## config.mk

```make
export PLATFORM = sky130hd
export DESIGN_NAME = serv_top
export DESIGN_NICKNAME = d
export VERILOG_FILES = /design/src/hdl/serv_pkg.sv /design/src/hdl/serv_alu.sv /design/src/hdl/serv_ctrl.sv /design/src/hdl/serv_decode.sv /design/src/hdl/serv_immdec.sv /design/src/hdl/serv_rf_if.sv /design/src/hdl/serv_state.sv /design/src/hdl/serv_top.sv
export SDC_FILE = /design/constraint.sdc
export NUM_CORES = 1
export LEC_CHECK = 0
export BUFFER_PORTS_ARGS = -buffer_cell sky130_fd_sc_hd__buf_2
export CORE_ASPECT_RATIO = 1.4
export CORE_MARGIN = 2
export CORE_UTILIZATION = 45
export CTS_CLUSTER_DIAMETER = 50
export DETAILED_ROUTE_END_ITERATION = 7
export PLACE_DENSITY = 0.68
export SYNTH_ARGS = -nofsm -noshare
export SYNTH_HDL_FRONTEND = slang
export SYNTH_SLANG_ARGS = --single-unit
```

## constraint.sdc

```tcl
create_clock -name clk -period 2.8 [get_ports clk]
set_clock_uncertainty 0.05 [all_clocks]
set_input_delay 0.14 -clock clk [delete_from_list [all_inputs] [get_ports clk]]
set_output_delay 0.14 -clock clk [all_outputs]
set_load 0.03 [all_outputs]
```

## src/hdl/serv_pkg.sv

```systemverilog
package serv_pkg;

   localparam int XLEN       = 32;
   localparam int REG_ADDR_W = 5;
   localparam int CNT_W      = 5;

   typedef logic [XLEN-1:0]       word_t;
   typedef logic [REG_ADDR_W-1:0] reg_addr_t;
   typedef logic [CNT_W-1:0]      cnt_t;

   // Major opcodes that the core executes
   typedef enum logic [6:0] {
      OPC_OP     = 7'b0110011,
      OPC_OP_IMM = 7'b0010011,
      OPC_LUI    = 7'b0110111,
      OPC_AUIPC  = 7'b0010111,
      OPC_OTHER  = 7'b0000000
   } opcode_e;

   typedef enum logic [2:0] {
      ALU_ADD,
      ALU_SUB,
      ALU_XOR,
      ALU_OR,
      ALU_AND
   } alu_op_e;

   typedef enum logic [1:0] {
      ST_FETCH,
      ST_RF_REQ,
      ST_RF_WAIT,
      ST_RUN
   } state_e;

endpackage

```

## src/hdl/serv_alu.sv

```systemverilog
`timescale 1ns/100ps

module serv_alu (
   input  logic              clk,
   input  logic              i_rst_n,
   input  logic              i_cnt_en,
   input  serv_pkg::cnt_t    i_cnt,
   input  serv_pkg::alu_op_e i_alu_op,
   input  logic              i_op_b_imm,
   input  logic              i_rs1,
   input  logic              i_rs2,
   input  logic              i_imm,
   output logic              o_rd
);
   import serv_pkg::*;

   logic op_b;
   logic sub;
   logic b_in;
   logic carry_in;
   logic carry_r;
   logic sum;

   assign op_b = i_op_b_imm ? i_imm : i_rs2;
   assign sub  = (i_alu_op == ALU_SUB);

   // Two's complement subtract as inverted b plus one
   assign b_in     = op_b ^ sub;
   assign carry_in = (i_cnt == '0) ? sub : carry_r;
   assign sum      = i_rs1 ^ b_in ^ carry_in;

   always_ff @(posedge clk or negedge i_rst_n) begin
      if (!i_rst_n) begin
         carry_r <= 1'b0;
      end else if (i_cnt_en) begin
         carry_r <= (i_rs1 & b_in) | (i_rs1 & carry_in) | (b_in & carry_in);
      end
   end

   always_comb begin
      case (i_alu_op)
         ALU_XOR: o_rd = i_rs1 ^ op_b;
         ALU_OR:  o_rd = i_rs1 | op_b;
         ALU_AND: o_rd = i_rs1 & op_b;
         default: o_rd = sum;
      endcase
   end

endmodule

```

## src/hdl/serv_ctrl.sv

```systemverilog
`timescale 1ns/100ps

module serv_ctrl #(
   parameter serv_pkg::word_t RESET_PC = 32'h0
) (
   input  logic            clk,
   input  logic            i_rst_n,
   input  logic            i_cnt_en,
   input  serv_pkg::cnt_t  i_cnt,
   input  logic            i_cnt_done,
   input  logic            i_pc_rel,
   input  logic            i_imm,
   output serv_pkg::word_t o_ibus_adr,
   output logic            o_rd
);
   import serv_pkg::*;

   word_t pc;
   word_t npc_r;
   logic  pc_bit;
   logic  four_bit;
   logic  pc4_cin;
   logic  pc4_sum;
   logic  pc4_carry;
   logic  rel_a;
   logic  rel_cin;
   logic  rel_carry;

   assign pc_bit = pc[i_cnt];

   // PC plus 4
   assign four_bit = (i_cnt == cnt_t'(2));
   assign pc4_cin  = (i_cnt == '0) ? 1'b0 : pc4_carry;
   assign pc4_sum  = pc_bit ^ four_bit ^ pc4_cin;

   // PC or zero plus the U-type immediate
   assign rel_a   = i_pc_rel & pc_bit;
   assign rel_cin = (i_cnt == '0) ? 1'b0 : rel_carry;
   assign o_rd    = rel_a ^ i_imm ^ rel_cin;

   always_ff @(posedge clk or negedge i_rst_n) begin
      if (!i_rst_n) begin
         pc        <= RESET_PC;
         pc4_carry <= 1'b0;
         rel_carry <= 1'b0;
      end else begin
         if (i_cnt_en) begin
            pc4_carry <= (pc_bit & four_bit) | (pc_bit & pc4_cin) | (four_bit & pc4_cin);
            rel_carry <= (rel_a & i_imm) | (rel_a & rel_cin) | (i_imm & rel_cin);
         end
         // Top bit is still on the adder output in the last count
         if (i_cnt_done) begin
            pc <= {pc4_sum, npc_r[XLEN-1:1]};
         end
      end
   end

   always_ff @(posedge clk) begin
      if (i_cnt_en) begin
         npc_r <= {pc4_sum, npc_r[XLEN-1:1]};
      end
   end

   assign o_ibus_adr = pc;

endmodule

```

## src/hdl/serv_decode.sv

```systemverilog
`timescale 1ns/100ps

module serv_decode (
   input  logic              clk,
   input  logic              i_rst_n,
   input  logic              i_fetch_done,
   input  serv_pkg::word_t   i_ibus_rdt,
   output serv_pkg::alu_op_e o_alu_op,
   output logic              o_op_b_imm,
   output logic              o_rd_from_ctrl,
   output logic              o_pc_rel,
   output logic              o_rd_op
);
   import serv_pkg::*;

   opcode_e    opcode;
   opcode_e    opcode_d;
   logic [2:0] funct3;
   logic       funct7_5;
   logic       funct3_ok;

   always_comb begin
      case (i_ibus_rdt[6:0])
         OPC_OP:     opcode_d = OPC_OP;
         OPC_OP_IMM: opcode_d = OPC_OP_IMM;
         OPC_LUI:    opcode_d = OPC_LUI;
         OPC_AUIPC:  opcode_d = OPC_AUIPC;
         default:    opcode_d = OPC_OTHER;
      endcase
   end

   always_ff @(posedge clk or negedge i_rst_n) begin
      if (!i_rst_n) begin
         opcode <= OPC_OTHER;
      end else if (i_fetch_done) begin
         opcode <= opcode_d;
      end
   end

   always_ff @(posedge clk) begin
      if (i_fetch_done) begin
         funct3   <= i_ibus_rdt[14:12];
         funct7_5 <= i_ibus_rdt[30];
      end
   end

   always_comb begin
      case (funct3)
         3'b000:  o_alu_op = (opcode == OPC_OP && funct7_5) ? ALU_SUB : ALU_ADD;
         3'b100:  o_alu_op = ALU_XOR;
         3'b110:  o_alu_op = ALU_OR;
         3'b111:  o_alu_op = ALU_AND;
         default: o_alu_op = ALU_ADD;
      endcase
   end

   // Shifts and compares share these opcodes but are not executed
   assign funct3_ok = (funct3 == 3'b000) | (funct3 == 3'b100) |
                      (funct3 == 3'b110) | (funct3 == 3'b111);

   assign o_op_b_imm     = (opcode == OPC_OP_IMM);
   assign o_rd_from_ctrl = (opcode == OPC_LUI) | (opcode == OPC_AUIPC);
   assign o_pc_rel       = (opcode == OPC_AUIPC);
   assign o_rd_op        = (((opcode == OPC_OP) | (opcode == OPC_OP_IMM)) & funct3_ok) |
                           o_rd_from_ctrl;

endmodule

```

## src/hdl/serv_immdec.sv

```systemverilog
`timescale 1ns/100ps

module serv_immdec (
   input  logic                clk,
   input  logic                i_rst_n,
   input  logic                i_fetch_done,
   input  logic                i_cnt_en,
   input  serv_pkg::word_t     i_ibus_rdt,
   output logic                o_imm,
   output serv_pkg::reg_addr_t o_rd_addr,
   output serv_pkg::reg_addr_t o_rs1_addr,
   output serv_pkg::reg_addr_t o_rs2_addr
);
   import serv_pkg::*;

   word_t imm_r;

   always_ff @(posedge clk or negedge i_rst_n) begin
      if (!i_rst_n) begin
         o_rd_addr  <= '0;
         o_rs1_addr <= '0;
         o_rs2_addr <= '0;
      end else if (i_fetch_done) begin
         o_rd_addr  <= i_ibus_rdt[11:7];
         o_rs1_addr <= i_ibus_rdt[19:15];
         o_rs2_addr <= i_ibus_rdt[24:20];
      end
   end

   // Opcode bit 2 is set only for LUI and AUIPC
   always_ff @(posedge clk) begin
      if (i_fetch_done) begin
         if (i_ibus_rdt[2]) begin
            imm_r <= {i_ibus_rdt[31:12], 12'b0};
         end else begin
            imm_r <= {{20{i_ibus_rdt[31]}}, i_ibus_rdt[31:20]};
         end
      end else if (i_cnt_en) begin
         // Sign bit stays in place while the rest moves down
         imm_r <= {imm_r[XLEN-1], imm_r[XLEN-1:1]};
      end
   end

   assign o_imm = imm_r[0];

endmodule

```

## src/hdl/serv_rf_if.sv

```systemverilog
`timescale 1ns/100ps

module serv_rf_if (
   input  logic                i_cnt_en,
   input  logic                i_rd_op,
   input  logic                i_rd_from_ctrl,
   input  logic                i_alu_rd,
   input  logic                i_ctrl_rd,
   input  serv_pkg::reg_addr_t i_rd_addr,
   input  serv_pkg::reg_addr_t i_rs1_addr,
   input  serv_pkg::reg_addr_t i_rs2_addr,
   output serv_pkg::reg_addr_t o_rreg0,
   output serv_pkg::reg_addr_t o_rreg1,
   output serv_pkg::reg_addr_t o_wreg0,
   output logic                o_wen0,
   output logic                o_wdata0
);

   assign o_rreg0 = i_rs1_addr;
   assign o_rreg1 = i_rs2_addr;
   assign o_wreg0 = i_rd_addr;

   // x0 stays zero
   assign o_wen0 = i_cnt_en & i_rd_op & (|i_rd_addr);

   assign o_wdata0 = i_rd_from_ctrl ? i_ctrl_rd : i_alu_rd;

endmodule

```

## src/hdl/serv_state.sv

```systemverilog
`timescale 1ns/100ps

module serv_state (
   input  logic           clk,
   input  logic           i_rst_n,
   input  logic           i_ibus_ack,
   input  logic           i_rf_ready,
   output logic           o_ibus_cyc,
   output logic           o_rf_rreq,
   output logic           o_fetch_done,
   output logic           o_cnt_en,
   output logic           o_cnt_done,
   output serv_pkg::cnt_t o_cnt
);
   import serv_pkg::*;

   state_e state;
   state_e state_nxt;
   cnt_t   cnt;

   always_comb begin
      state_nxt = state;
      case (state)
         ST_FETCH: begin
            if (i_ibus_ack) begin
               state_nxt = ST_RF_REQ;
            end
         end
         // Ready may already come back in the request cycle
         ST_RF_REQ: begin
            state_nxt = i_rf_ready ? ST_RUN : ST_RF_WAIT;
         end
         ST_RF_WAIT: begin
            if (i_rf_ready) begin
               state_nxt = ST_RUN;
            end
         end
         ST_RUN: begin
            if (o_cnt_done) begin
               state_nxt = ST_FETCH;
            end
         end
         default: state_nxt = ST_FETCH;
      endcase
   end

   always_ff @(posedge clk or negedge i_rst_n) begin
      if (!i_rst_n) begin
         state <= ST_FETCH;
         cnt   <= '0;
      end else begin
         state <= state_nxt;
         // Wraps back to zero after bit 31
         if (o_cnt_en) begin
            cnt <= cnt + 1'b1;
         end
      end
   end

   assign o_ibus_cyc   = (state == ST_FETCH);
   assign o_fetch_done = o_ibus_cyc & i_ibus_ack;
   assign o_rf_rreq    = (state == ST_RF_REQ);
   assign o_cnt_en     = (state == ST_RUN);
   assign o_cnt_done   = o_cnt_en & (cnt == '1);
   assign o_cnt        = cnt;

endmodule

```

## src/hdl/serv_top.sv

```systemverilog
`timescale 1ns/100ps

module serv_top #(
   parameter serv_pkg::word_t RESET_PC = 32'h0
) (
   input  logic                clk,
   input  logic                i_rst_n,
   // Instruction bus
   output serv_pkg::word_t     o_ibus_adr,
   output logic                o_ibus_cyc,
   input  serv_pkg::word_t     i_ibus_rdt,
   input  logic                i_ibus_ack,
   // Register file
   output logic                o_rf_rreq,
   input  logic                i_rf_ready,
   output serv_pkg::reg_addr_t o_rreg0,
   output serv_pkg::reg_addr_t o_rreg1,
   input  logic                i_rdata0,
   input  logic                i_rdata1,
   output serv_pkg::reg_addr_t o_wreg0,
   output logic                o_wen0,
   output logic                o_wdata0
);
   import serv_pkg::*;

   logic      fetch_done;
   logic      cnt_en;
   cnt_t      cnt;
   logic      cnt_done;

   alu_op_e   alu_op;
   logic      op_b_imm;
   logic      rd_from_ctrl;
   logic      pc_rel;
   logic      rd_op;

   logic      imm;
   reg_addr_t rd_addr;
   reg_addr_t rs1_addr;
   reg_addr_t rs2_addr;

   logic      alu_rd;
   logic      ctrl_rd;

   serv_state state (
      .clk          (clk       ),
      .i_rst_n      (i_rst_n   ),
      .i_ibus_ack   (i_ibus_ack),
      .i_rf_ready   (i_rf_ready),
      .o_ibus_cyc   (o_ibus_cyc),
      .o_rf_rreq    (o_rf_rreq ),
      .o_fetch_done (fetch_done),
      .o_cnt_en     (cnt_en    ),
      .o_cnt_done   (cnt_done  ),
      .o_cnt        (cnt       )
   );

   serv_decode decode (
      .clk            (clk         ),
      .i_rst_n        (i_rst_n     ),
      .i_fetch_done   (fetch_done  ),
      .i_ibus_rdt     (i_ibus_rdt  ),
      .o_alu_op       (alu_op      ),
      .o_op_b_imm     (op_b_imm    ),
      .o_rd_from_ctrl (rd_from_ctrl),
      .o_pc_rel       (pc_rel      ),
      .o_rd_op        (rd_op       )
   );

   serv_immdec immdec (
      .clk          (clk       ),
      .i_rst_n      (i_rst_n   ),
      .i_fetch_done (fetch_done),
      .i_cnt_en     (cnt_en    ),
      .i_ibus_rdt   (i_ibus_rdt),
      .o_imm        (imm       ),
      .o_rd_addr    (rd_addr   ),
      .o_rs1_addr   (rs1_addr  ),
      .o_rs2_addr   (rs2_addr  )
   );

   serv_alu alu (
      .clk        (clk     ),
      .i_rst_n    (i_rst_n ),
      .i_cnt_en   (cnt_en  ),
      .i_cnt      (cnt     ),
      .i_alu_op   (alu_op  ),
      .i_op_b_imm (op_b_imm),
      .i_rs1      (i_rdata0),
      .i_rs2      (i_rdata1),
      .i_imm      (imm     ),
      .o_rd       (alu_rd  )
   );

   serv_ctrl #(
      .RESET_PC (RESET_PC)
   ) ctrl (
      .clk        (clk       ),
      .i_rst_n    (i_rst_n   ),
      .i_cnt_en   (cnt_en    ),
      .i_cnt      (cnt       ),
      .i_cnt_done (cnt_done  ),
      .i_pc_rel   (pc_rel    ),
      .i_imm      (imm       ),
      .o_ibus_adr (o_ibus_adr),
      .o_rd       (ctrl_rd   )
   );

   serv_rf_if rf_if (
      .i_cnt_en       (cnt_en      ),
      .i_rd_op        (rd_op       ),
      .i_rd_from_ctrl (rd_from_ctrl),
      .i_alu_rd       (alu_rd      ),
      .i_ctrl_rd      (ctrl_rd     ),
      .i_rd_addr      (rd_addr     ),
      .i_rs1_addr     (rs1_addr    ),
      .i_rs2_addr     (rs2_addr    ),
      .o_rreg0        (o_rreg0     ),
      .o_rreg1        (o_rreg1     ),
      .o_wreg0        (o_wreg0     ),
      .o_wen0         (o_wen0      ),
      .o_wdata0       (o_wdata0    )
   );

endmodule

```

==> impl_results.md, run 1 <==
* CTS Buf Count at 17
* Outcome: finished, violations left
* CP peak stage delay at 0.55 ns
* Largest net degree at the start of global routing at 41
* Pwr Density at 1100 nW/µm²
* Failing checks: setup timing
* Worst rel slew slack at 36.0%
* Worst Path Required at 2.61 ns
* Post-synth cell types at 41
* Synthesized cell area at 5460 µm²
* Crit start category: flip-flop
* Gr busiest metal: met2
* Total number of vias at 3628
* Final ANT Viol Nets at 0
* Detail Placement HPWL at 7620 µm
* Clock root cell: clkbuf_16
* CTS tree: done
* Initial Util at 46.2%
* Core ar. at 11800 µm²
* CP max-delay cell: fa_1
* Post-layout minimum cycle time at 2.91 ns
* Clock buffer depth at 2
* Share of flip-flops with an asynchronous set or reset at 47.2%
* Fmax at 0.343 GHz
* FP Rows at 47
* Adder and majority gate portion of the synthesized area at 3.39%
* Final setup fails at 1
* I/O pin cnt at 89
* Post-Route WL at 11700 µm
* Met1 Use GR at 22.5%
* GR Util met2 at 32.5%
* Post-placement worst setup slack at 0.0830 ns
* Die Span Y at 134 µm
* Via-to-Cell Ratio at 5.26
* Sink Count at 127
* Largest family of logic cells by synthesized area: multiplexers
* Clock latency on the worst-skew pair at 0.40 ns
* Die X at 97.1 µm
* Initial antenna violation count at 0
* Yosys warnings at 0
* HP Class: in -> reg
* Xor and xnor area share after synthesis at 0.642%
* Die area at 13000 µm²
* Top_reg_cell synth: edfxtp_1
* Global-route wire length before repair at 19400 µm
* Tot GR Track Use at 18.9%
* Layout area overhead at 30.4%
* DP Cell Count at 624
* Worst path cell trace: inv_2 > ha_4 > nand2_2 > mux2_4 > fa_1 > nor2_1 > o21ai_1 > o221ai_2 > mux2i_2 > buf_4
* Routed wire per std cell at 16.9 µm
* DRT iter0 DRCs at 101
* CP Capture Type: primary output
* Compound-Gate Fraction of Synth Area at 7.31%
* Met3 Usage GRT at 5.78%
* Share of layout cells above drive strength 1 at 40.3%
* Post-synthesis cell count at 395
* Hold Fails Final Rpt at 0
* RSZ-0062 raised after global routing: yes
* Post-synth EDFFs at 67
* Post-route insts no fill at 690
* Nets at 581
* Antenna fix cells at 0
* # DRC at 0
* Leak at 3.18 nW
* CTS HTree Levels at 4
* Vias in the first global route at 3889
* Sequential fraction of the synthesis area at 64.4%
* First-pass DRT Iterations at 4
* Period utilization at 104%
* Setup ws final at -0.113 ns
* I/O Buffers at 88
* VDD IR-drop max at 562 µV
* Avg Cell Area, Syn at 13.8 µm²
* Max-slew violations at 0
* CP Max Fanout at 5
* Clock slew at reported path FFs at 0.05 ns
* Setup Crit Path Kind: reg -> out
* Post-synthesis mux area share at 14.2%
* Mapped Nets at 446
* Slew @ Worst Pin at 0.959 ns
* Setup TNS at -0.113 ns
* Global route total overflow at 0
* Post-synthesis simple-gate area fraction at 7.54%
* Yosys reg bits at 127
* GP Congestion at 0.812
* CP Data Arrival Time at 2.72 ns
* Max cap viols at 0
[cell type report]
cell class / instances / area [µm²]
Fill cell: 939 / 4700
Multi-Input combinational cell: 235 / 1880
Inverter: 12 / 45.0
Timing Repair Buffer: 137 / 880
Clock buffer: 19 / 453
Sequential cell: 127 / 3510
Clock inverter: 13 / 160
Tap cell: 147 / 184
[placed cells by master (no fill, tap or decap), types with 3 or more instances in the layout]
cell,instances
inv_6,3
nand2b_1,13
nand2_1,44
dfrtp_1,59
xnor2_1,3
mux2i_1,4
clkinvlp_4,4
a21oi_1,22
inv_1,10
o21ai_0,37
nand3b_1,3
buf_4,27
bufinv_16,3
mux2_2,49
mux4_2,5
ha_1,8
clkbuf_16,17
edfxtp_1,67
buf_2,87
fa_1,3
dlygate4sd3_1,21
nor2_1,5
[per-layer routing]
metal | up-vias | part of all wire [%]
li1 | 1703 | -
met1 | 1798 | 41
met2 | 113 | 52
met3 | 14 | 5.3
met4 | 0 | 1.6
met5 | - | 0
[sequential cells by signal (all words and copies together) (netlist names), 2 cells and up]
name,flops
ctrl.o_ibus_adr,32
immdec.o_rd_addr,5
immdec.o_rs1_addr,5
state.o_cnt,5
immdec.o_rs2_addr,5
immdec.imm_r,32
decode.funct3,3
state.state,2
decode.opcode,3
ctrl.npc_r,31
[synth_stat cells (2+ instances only)]
cell type / number / area share (%)
nor2b_1: 2 / 0.23
and3_1: 2 / 0.23
fa_1: 3 / 1.1
xnor2_1: 3 / 0.48
nand2b_1: 14 / 1.6
ha_1: 10 / 2.3
mux4_2: 2 / 0.83
a22o_1: 2 / 0.32
mux4_1: 4 / 1.9
a21oi_1: 22 / 2.0
nand3_1: 3 / 0.28
o21ai_0: 38 / 3.5
buf_1: 3 / 0.21
clkbuf_1: 10 / 0.69
o221ai_1: 3 / 0.48
edfxtp_1: 67 / 37
nor2_1: 6 / 0.41
nand2_1: 46 / 3.2
mux2_2: 50 / 10
nand3b_1: 3 / 0.41
dfrtp_1: 60 / 28
mux2i_1: 6 / 1.1
inv_1: 11 / 0.76
buf_2: 7 / 0.64
nor3_1: 2 / 0.18
[report_power, final]
group | switching (mW) | internal [mW] | leakage, nW
Combinational | 1.38 | 0.909 | 1.47
Sequential | 0.350 | 2.91 | 1.43
Clock | 0.797 | 1.45 | 0.290
Total | 2.53 | 5.27 | 3.18
[cell families (layout without fill, tap and decap cells)]
| family | after synthesis | count (layout) |
|---|---|---|
| buf+inv | 33 | 181 |
| xor+xnor | 4 | 4 |
| mux | 62 | 62 |
| simple gates | 85 | 85 |
| fa+ha+maj | 13 | 13 |
| compound gates | 71 | 71 |
| flops | 127 | 127 |
[timing repair]
action / CTS / global route
buffers inserted: 9 / 4
hold buffers: 21 / 0
gates resized for setup: 18 / 4
endpoints found under the hold margin: 58 / 0
pin swaps: 10 / 2
endpoints found under the setup margin: 1 / 1
[worst max-delay path: cells and delay by family, from the launching register on]
| kind | cells | cell delay [ns] |
|---|---|---|
| fa+ha+maj | 2 | 0.68 |
| simple gates | 2 | 0.12 |
| mux | 2 | 0.50 |
| flops | 1 | 0.45 |
| buf+inv | 2 | 0.28 |
| compound gates | 2 | 0.29 |
[final timing paths]
check                          startpoint             endpoint  slack [ns]  depth (start not counted)
setup / recovery           state.o_cnt[0]             o_wdata0       -0.11                         10
setup reg to reg           state.o_cnt[0]       ctrl.npc_r[31]        0.47                          9
min in group asynchronous         i_rst_n   ctrl.o_ibus_adr[9]        0.37                          2
hold reg to reg             ctrl.npc_r[2]        ctrl.npc_r[1]        0.39                          0
hold / removal                 i_rf_ready       state.state[0]        0.04                          3
max in group asynchronous         i_rst_n  ctrl.o_ibus_adr[15]        1.57                          3
[stage by stage]
stage	total power [mW]	utilization, %	hold slack (ns)	instance area (µm²)
after global placement	5.27	51.8	0.274	6120
after floorplan	4.65	-	-0.206	5460
after CTS	7.82	59.7	0.0208	7060
after global routing	8.26	60.2	0.0358	7120
final	7.80	60.2	0.0394	7120
after detailed placement	5.36	51.8	0.280	6120
No activity file was read; power rests on OpenSTA's default activity.
==> run 2: changes to the inputs <==
- HOLD_SLACK_MARGIN: default -> 0.08
==> impl_results.md, run 2 (same netlist as run 1, synthesis figures left out) <==
* Outcome: finished, violations left (unchanged)
* Failing checks: setup timing (unchanged)
* Initial Util at 46.2% (unchanged)
* Die X at 97.1 µm (unchanged)
* GP Congestion at 0.812 (unchanged)
* Worst Path Required at 2.61 ns (about the same)
* DP Cell Count at 624 (unchanged)
* Die Span Y at 134 µm (unchanged)
* Antenna fix cells at 0 (unchanged)
* Slew @ Worst Pin at 0.958 ns (was 0.959 ns)
* Die area at 13000 µm² (unchanged)
* Sink Count at 127 (unchanged)
* # DRC at 0 (unchanged)
* Final setup fails at 1 (unchanged)
* Global-route wire length before repair at 19600 µm (was 19400 µm)
* I/O Buffers at 88 (unchanged)
* First-pass DRT Iterations at 4 (unchanged)
* Worst rel slew slack at 36.1% (was 36.0%)
* Vias in the first global route at 3966 (was 3889)
* CTS HTree Levels at 4 (unchanged)
* Layout fillers at 922 (was 939)
* Nets at 591 (was 581)
* RSZ-0062 raised after global routing: yes (unchanged)
* FP Rows at 47 (unchanged)
* Fmax at 0.343 GHz (about the same)
* CP Max Fanout at 5 (unchanged)
* CP Data Arrival Time at 2.72 ns (about the same)
* Hold Fails Final Rpt at 0 (unchanged)
* Initial antenna violation count at 0 (unchanged)
* Finished Core Util at 61.1% (was 60.2%)
* CTS Buf Count at 17 (unchanged)
* Commonest non-fill, non-tap cells in the layout: buf_2, edfxtp_1, dfrtp_1, mux2_2, nand2_1 (unchanged)
* Commonest non-fill, non-tap cell in the layout: buf_2 (unchanged)
* Routed wire per std cell at 16.7 µm (was 16.9 µm)
* Pwr Density at 1080 nW/µm² (was 1100 nW/µm²)
* Tot GR Track Use at 19.1% (was 18.9%)
* Period utilization at 104% (about the same)
* Crit start category: flip-flop (unchanged)
* Via-to-Cell Ratio at 5.21 (was 5.26)
* HP Start: i_ibus_rdt[3] (was i_rf_ready)
* HP Class: in -> reg (unchanged)
* Share of layout cells above drive strength 1 at 39.8% (was 40.3%)
* Crit path launch: state.o_cnt[0] (unchanged)
* Launching point of the worst reg2reg path: state.state[0] (was state.o_cnt[0])
* Clock buffer depth at 2 (unchanged)
* Setup ws final at -0.113 ns (about the same)
* Detail Placement HPWL at 7620 µm (unchanged)
* Post-layout minimum cycle time at 2.91 ns (about the same)
* Clock latency on the worst-skew pair at 0.40 ns (about the same)
* I/O pin cnt at 89 (unchanged)
* Largest net degree at the start of global routing at 41 (unchanged)
* Setup Crit Path Kind: reg -> out (unchanged)
* VDD IR-drop max at 566 µV (was 562 µV)
* Global route total overflow at 0 (unchanged)
* Total number of vias at 3649 (was 3628)
* Post-Route WL at 11700 µm (about the same)
* Layout area overhead at 32.3% (was 30.4%)
* Clock root cell: clkbuf_16 (unchanged)
* Max-slew violations at 0 (unchanged)
* Leak at 3.23 nW (was 3.18 nW)
* CP Capture Type: primary output (unchanged)
* Clock slew at reported path FFs at 0.05 ns (about the same)
* Final ANT Viol Nets at 0 (unchanged)
* DRT iter0 DRCs at 104 (was 101)
* Core ar. at 11800 µm² (unchanged)
* CTS tree: done (unchanged)
* Max cap viols at 0 (unchanged)
* Post-route insts no fill at 700 (was 690)
## run 2: cell count changes in the layout (fill, tap and decap cells not counted)
cell           change
nor3_1             -1
dlygate4sd3_1     +10
nor3_2             +1
## run 2: final timing paths
check	cells past startpoint	to	slack, ns
setup / recovery	10	o_wdata0	-0.11
hold / removal	4	decode.opcode[4]	0.12
setup reg to reg	6	decode.opcode[5]	0.37
hold reg to reg	0	ctrl.npc_r[1]	0.39
max in group asynchronous	3	ctrl.o_ibus_adr[15]	1.57
min in group asynchronous	2	ctrl.o_ibus_adr[9]	0.37
## run 2: through the flow
step | power [mW] | setup slack (ns) | hold WS, ns | instance area [µm²] | TNS, ns
floorplan | 4.65 | 0.0904 | -0.206 | 5460 | 0
global placement | 5.27 | 0.140 | 0.274 | 6120 | 0
detailed placement | 5.36 | 0.0830 | 0.280 | 6120 | 0
CTS | 7.83 | -0.131 | 0.132 | 7160 | -0.131
global route | 8.28 | -0.207 | 0.145 | 7220 | -0.207
finish | 7.81 | -0.113 | 0.122 | 7220 | -0.113
## run 2: report_power, final
| group | switching [mW] | leakage (nW) | internal, mW |
|---|---|---|---|
| Sequential | 0.349 | 1.43 | 2.91 |
| Combinational | 1.38 | 1.51 | 0.920 |
| Clock | 0.799 | 0.290 | 1.45 |
## run 2: metal layers
metal  vias up  GRT usage, %  routed length (µm)
met5         -             0                   0
met4         0          7.20                 187
met3        14          5.63                 548
met2       107          33.2                6100
met1      1805          22.3                4830
li1       1723             -                   -
## run 2: critical path, cell delays in order, from the launching register on
cell and delay, ns:
dfrtp_2 0.45, inv_2 0.09, ha_4 0.13, nand2_2 0.07, mux2_4 0.32, fa_1 0.55, nor2_1 0.05, o21ai_1 0.17
o221ai_2 0.12, mux2i_2 0.18, buf_4 0.19
## run 2: area by class of cell
| cell class | instances | area, µm² | share of cell area (%) |
|---|---|---|---|
| Timing Repair Buffer | 147 | 980 | 13.6 |
| Inverter | 12 | 45.0 | 0.624 |
| Clock inverter | 13 | 160 | 2.22 |
| Sequential cell | 127 | 3510 | 48.7 |
| Multi-Input combinational cell | 235 | 1880 | 26.1 |
| Tap cell | 147 | 184 | 2.55 |
| Clock buffer | 19 | 453 | 6.27 |
## run 2: timing repair
item / CTS / global route
hold buffers: 31 / 0
pin swaps: 10 / 2
setup endpoints to repair: 1 / 2
cloned: 0 / 0
buffers inserted: 9 / 4
hold endpoints to repair: 76 / 0
resized for setup: 18 / 5
==> run 3: changes to the inputs <==
- BUFFER_PORTS_ARGS: -buffer_cell sky130_fd_sc_hd__buf_2 -> default
- DONT_BUFFER_PORTS: default -> 1
- PLACE_DENSITY: 0.68 -> default
- clock period: 2.8 -> 3.6 ns (I/O delays scaled with it)
==> impl_results.md, run 3 (same netlist as run 1, synthesis figures left out) <==
* First-pass DRT Iterations at 6 (was 4)
* Detail Placement HPWL at 7050 µm (was 7620 µm)
* Clock slew at reported path FFs at 0.06 ns (was 0.05 ns)
* Launching point of the worst reg2reg path: state.state[1] (was state.state[0])
* Max cap viols at 0 (unchanged)
* Die X at 97.1 µm (unchanged)
* CP Data Arrival Time at 3.06 ns (was 2.72 ns)
* VDD IR-drop max at 413 µV (was 566 µV)
* Period utilization at 91.5%
* CTS Buf Count at 17 (unchanged)
* Vias in the first global route at 3446 (was 3966)
* Total number of vias at 3261 (was 3649)
* Crit path launch: state.o_cnt[1] (was state.o_cnt[0])
* Tot GR Track Use at 18.0% (was 19.1%)
* Global route total overflow at 0 (unchanged)
* I/O Buffers at 0 (was 88)
* Finished Core Util at 55.6% (was 61.1%)
* HP Class: in -> reg (unchanged)
* FP Rows at 47 (unchanged)
* Clock root cell: clkbuf_16 (unchanged)
* Initial antenna violation count at 0 (unchanged)
* Worst Path Required at 3.37 ns (was 2.61 ns)
* Sink Count at 127 (unchanged)
* # DRC at 0 (unchanged)
* Share of layout cells above drive strength 1 at 20.5% (was 39.8%)
* Hold Crit Depth at 3 (was 4)
* Post-placement worst setup slack at 0.487 ns (was 0.0830 ns)
* Post-Route WL at 11000 µm (was 11700 µm)
* CTS tree: done (unchanged)
* Hold Fails Final Rpt at 0 (unchanged)
* Clock buffer depth at 2 (unchanged)
* Commonest non-fill, non-tap cells in the layout: edfxtp_1, dfrtp_1, mux2_2, nand2_1, o21ai_0 (was buf_2, edfxtp_1, dfrtp_1, mux2_2, nand2_1)
* Via-to-Cell Ratio at 5.48 (was 5.21)
* Largest net degree at the start of global routing at 61 (was 41)
* Commonest non-fill, non-tap cell in the layout: edfxtp_1 (was buf_2)
* Nets at 486 (was 591)
* Antenna fix cells at 0 (unchanged)
* I/O pin cnt at 89 (unchanged)
* Outcome: completed (was finished, violations left)
* Layout area overhead at 20.3% (was 32.3%)
* Worst rel slew slack at 28.3% (was 36.1%)
* Routed wire per std cell at 18.5 µm (was 16.7 µm)
* GP Congestion at 0.837 (was 0.812)
* Max-slew violations at 0 (unchanged)
* DRT iter0 DRCs at 133 (was 104)
* Setup TNS at 0 ns (was -0.113 ns)
* Global-route wire length before repair at 18300 µm (was 19600 µm)
* Final ANT Viol Nets at 0 (unchanged)
* Cell area after layout at 6570 µm² (was 7220 µm²)
* RSZ-0062 raised after global routing: no (was yes)
* Final setup fails at 0 (was 1)
* Die area at 13000 µm² (unchanged)
* Pwr Density at 862 nW/µm² (was 1080 nW/µm²)
* Initial Util at 46.2% (unchanged)
* Reg2Reg Depth at 6 (unchanged)
* HP Start: i_ibus_ack (was i_ibus_rdt[3])
* Clock latency on the worst-skew pair at 0.41 ns (was 0.40 ns)
* CP Max Fanout at 12 (was 5)
* Layout fillers at 970 (was 922)
* Dpl cell area at 5600 µm² (was 6120 µm²)
* Area of the multi-input gates at 1810 µm² (was 1880 µm²)
* Setup ws final at 0.306 ns (was -0.113 ns)
* Setup Crit Path Kind: reg -> out (unchanged)
* Core ar. at 11800 µm² (unchanged)
* Fmax at 0.304 GHz
* CP Capture Type: primary output (unchanged)
* FF+latch area at 3510 µm² (unchanged)
* Leak at 2.75 nW (was 3.23 nW)
* Slew @ Worst Pin at 1.07 ns (was 0.958 ns)
* Die Span Y at 134 µm (unchanged)
* CTS HTree Levels at 4 (unchanged)
* Crit start category: flip-flop (unchanged)
* Post-layout minimum cycle time at 3.29 ns
## run 3: cell types whose count changed in the layout (fill, tap and decap cells not counted), moves of 4 or more
cell / before / now
dlygate4sd3_1: 31 / 35
buf_2: 87 / 0
clkbuf_1: 0 / 4
buf_4: 27 / 6
## run 3: critical path, cell delays in order (launching register included)
cell,delay (ns)
dfrtp_1,0.63
inv_1,0.12
ha_1,0.20
nand2_1,0.11
mux2_2,0.36
fa_1,0.50
nor2_1,0.04
o21ai_0,0.16
o221ai_1,0.14
mux2i_1,0.20
buf_4,0.19
## run 3: worst paths after layout
kind | end | slack [ns]
worst max-delay path | o_wdata0 | 0.31
worst min-delay path | state.state[1] | 0.15
worst max register to register | decode.opcode[2] | 0.69
worst min register to register | ctrl.npc_r[30] | 0.39
max in group asynchronous | state.o_cnt[0] | 2.94
min in group asynchronous | immdec.o_rs1_addr[0] | 0.27
## run 3: routing by layer
metal / GRT usage (%) / routed length, µm
met4: 6.34 / 165
met5: 0 / 0
met1: 21.5 / 4520
met2: 30.7 / 5780
met3: 5.58 / 551
## run 3: cell type report
cell class              count  share of cell area (%)
multi-input cells         235                    27.5
well taps                 147                    2.80
clock buffers              22                    6.92
inverters                  12                   0.686
repair buffers             42                    6.44
flip-flops and latches    127                    53.5
clock inverters            10                    2.10
## run 3: report_power, final
part           internal (mW)  switching, mW
sequential              2.26          0.607
clock                   1.10          0.597
combinational          0.462          0.629
total                   3.83           1.83
## run 3: what timing repair did
action	CTS	global route
hold buffers	36	0
endpoints found under the hold margin	115	0
resized for setup	0	1
endpoints found under the setup margin	0	1
buffers inserted	0	0
## run 3: metrics by stage
stage	cells	power, mW	hold WS (ns)
after floorplan	395	3.61	-0.166
final	595	5.66	0.153
after detailed placement	527	3.94	-0.164
after global placement	527	3.88	-0.164
after global routing	595	5.98	0.185
after CTS	595	5.73	0.144
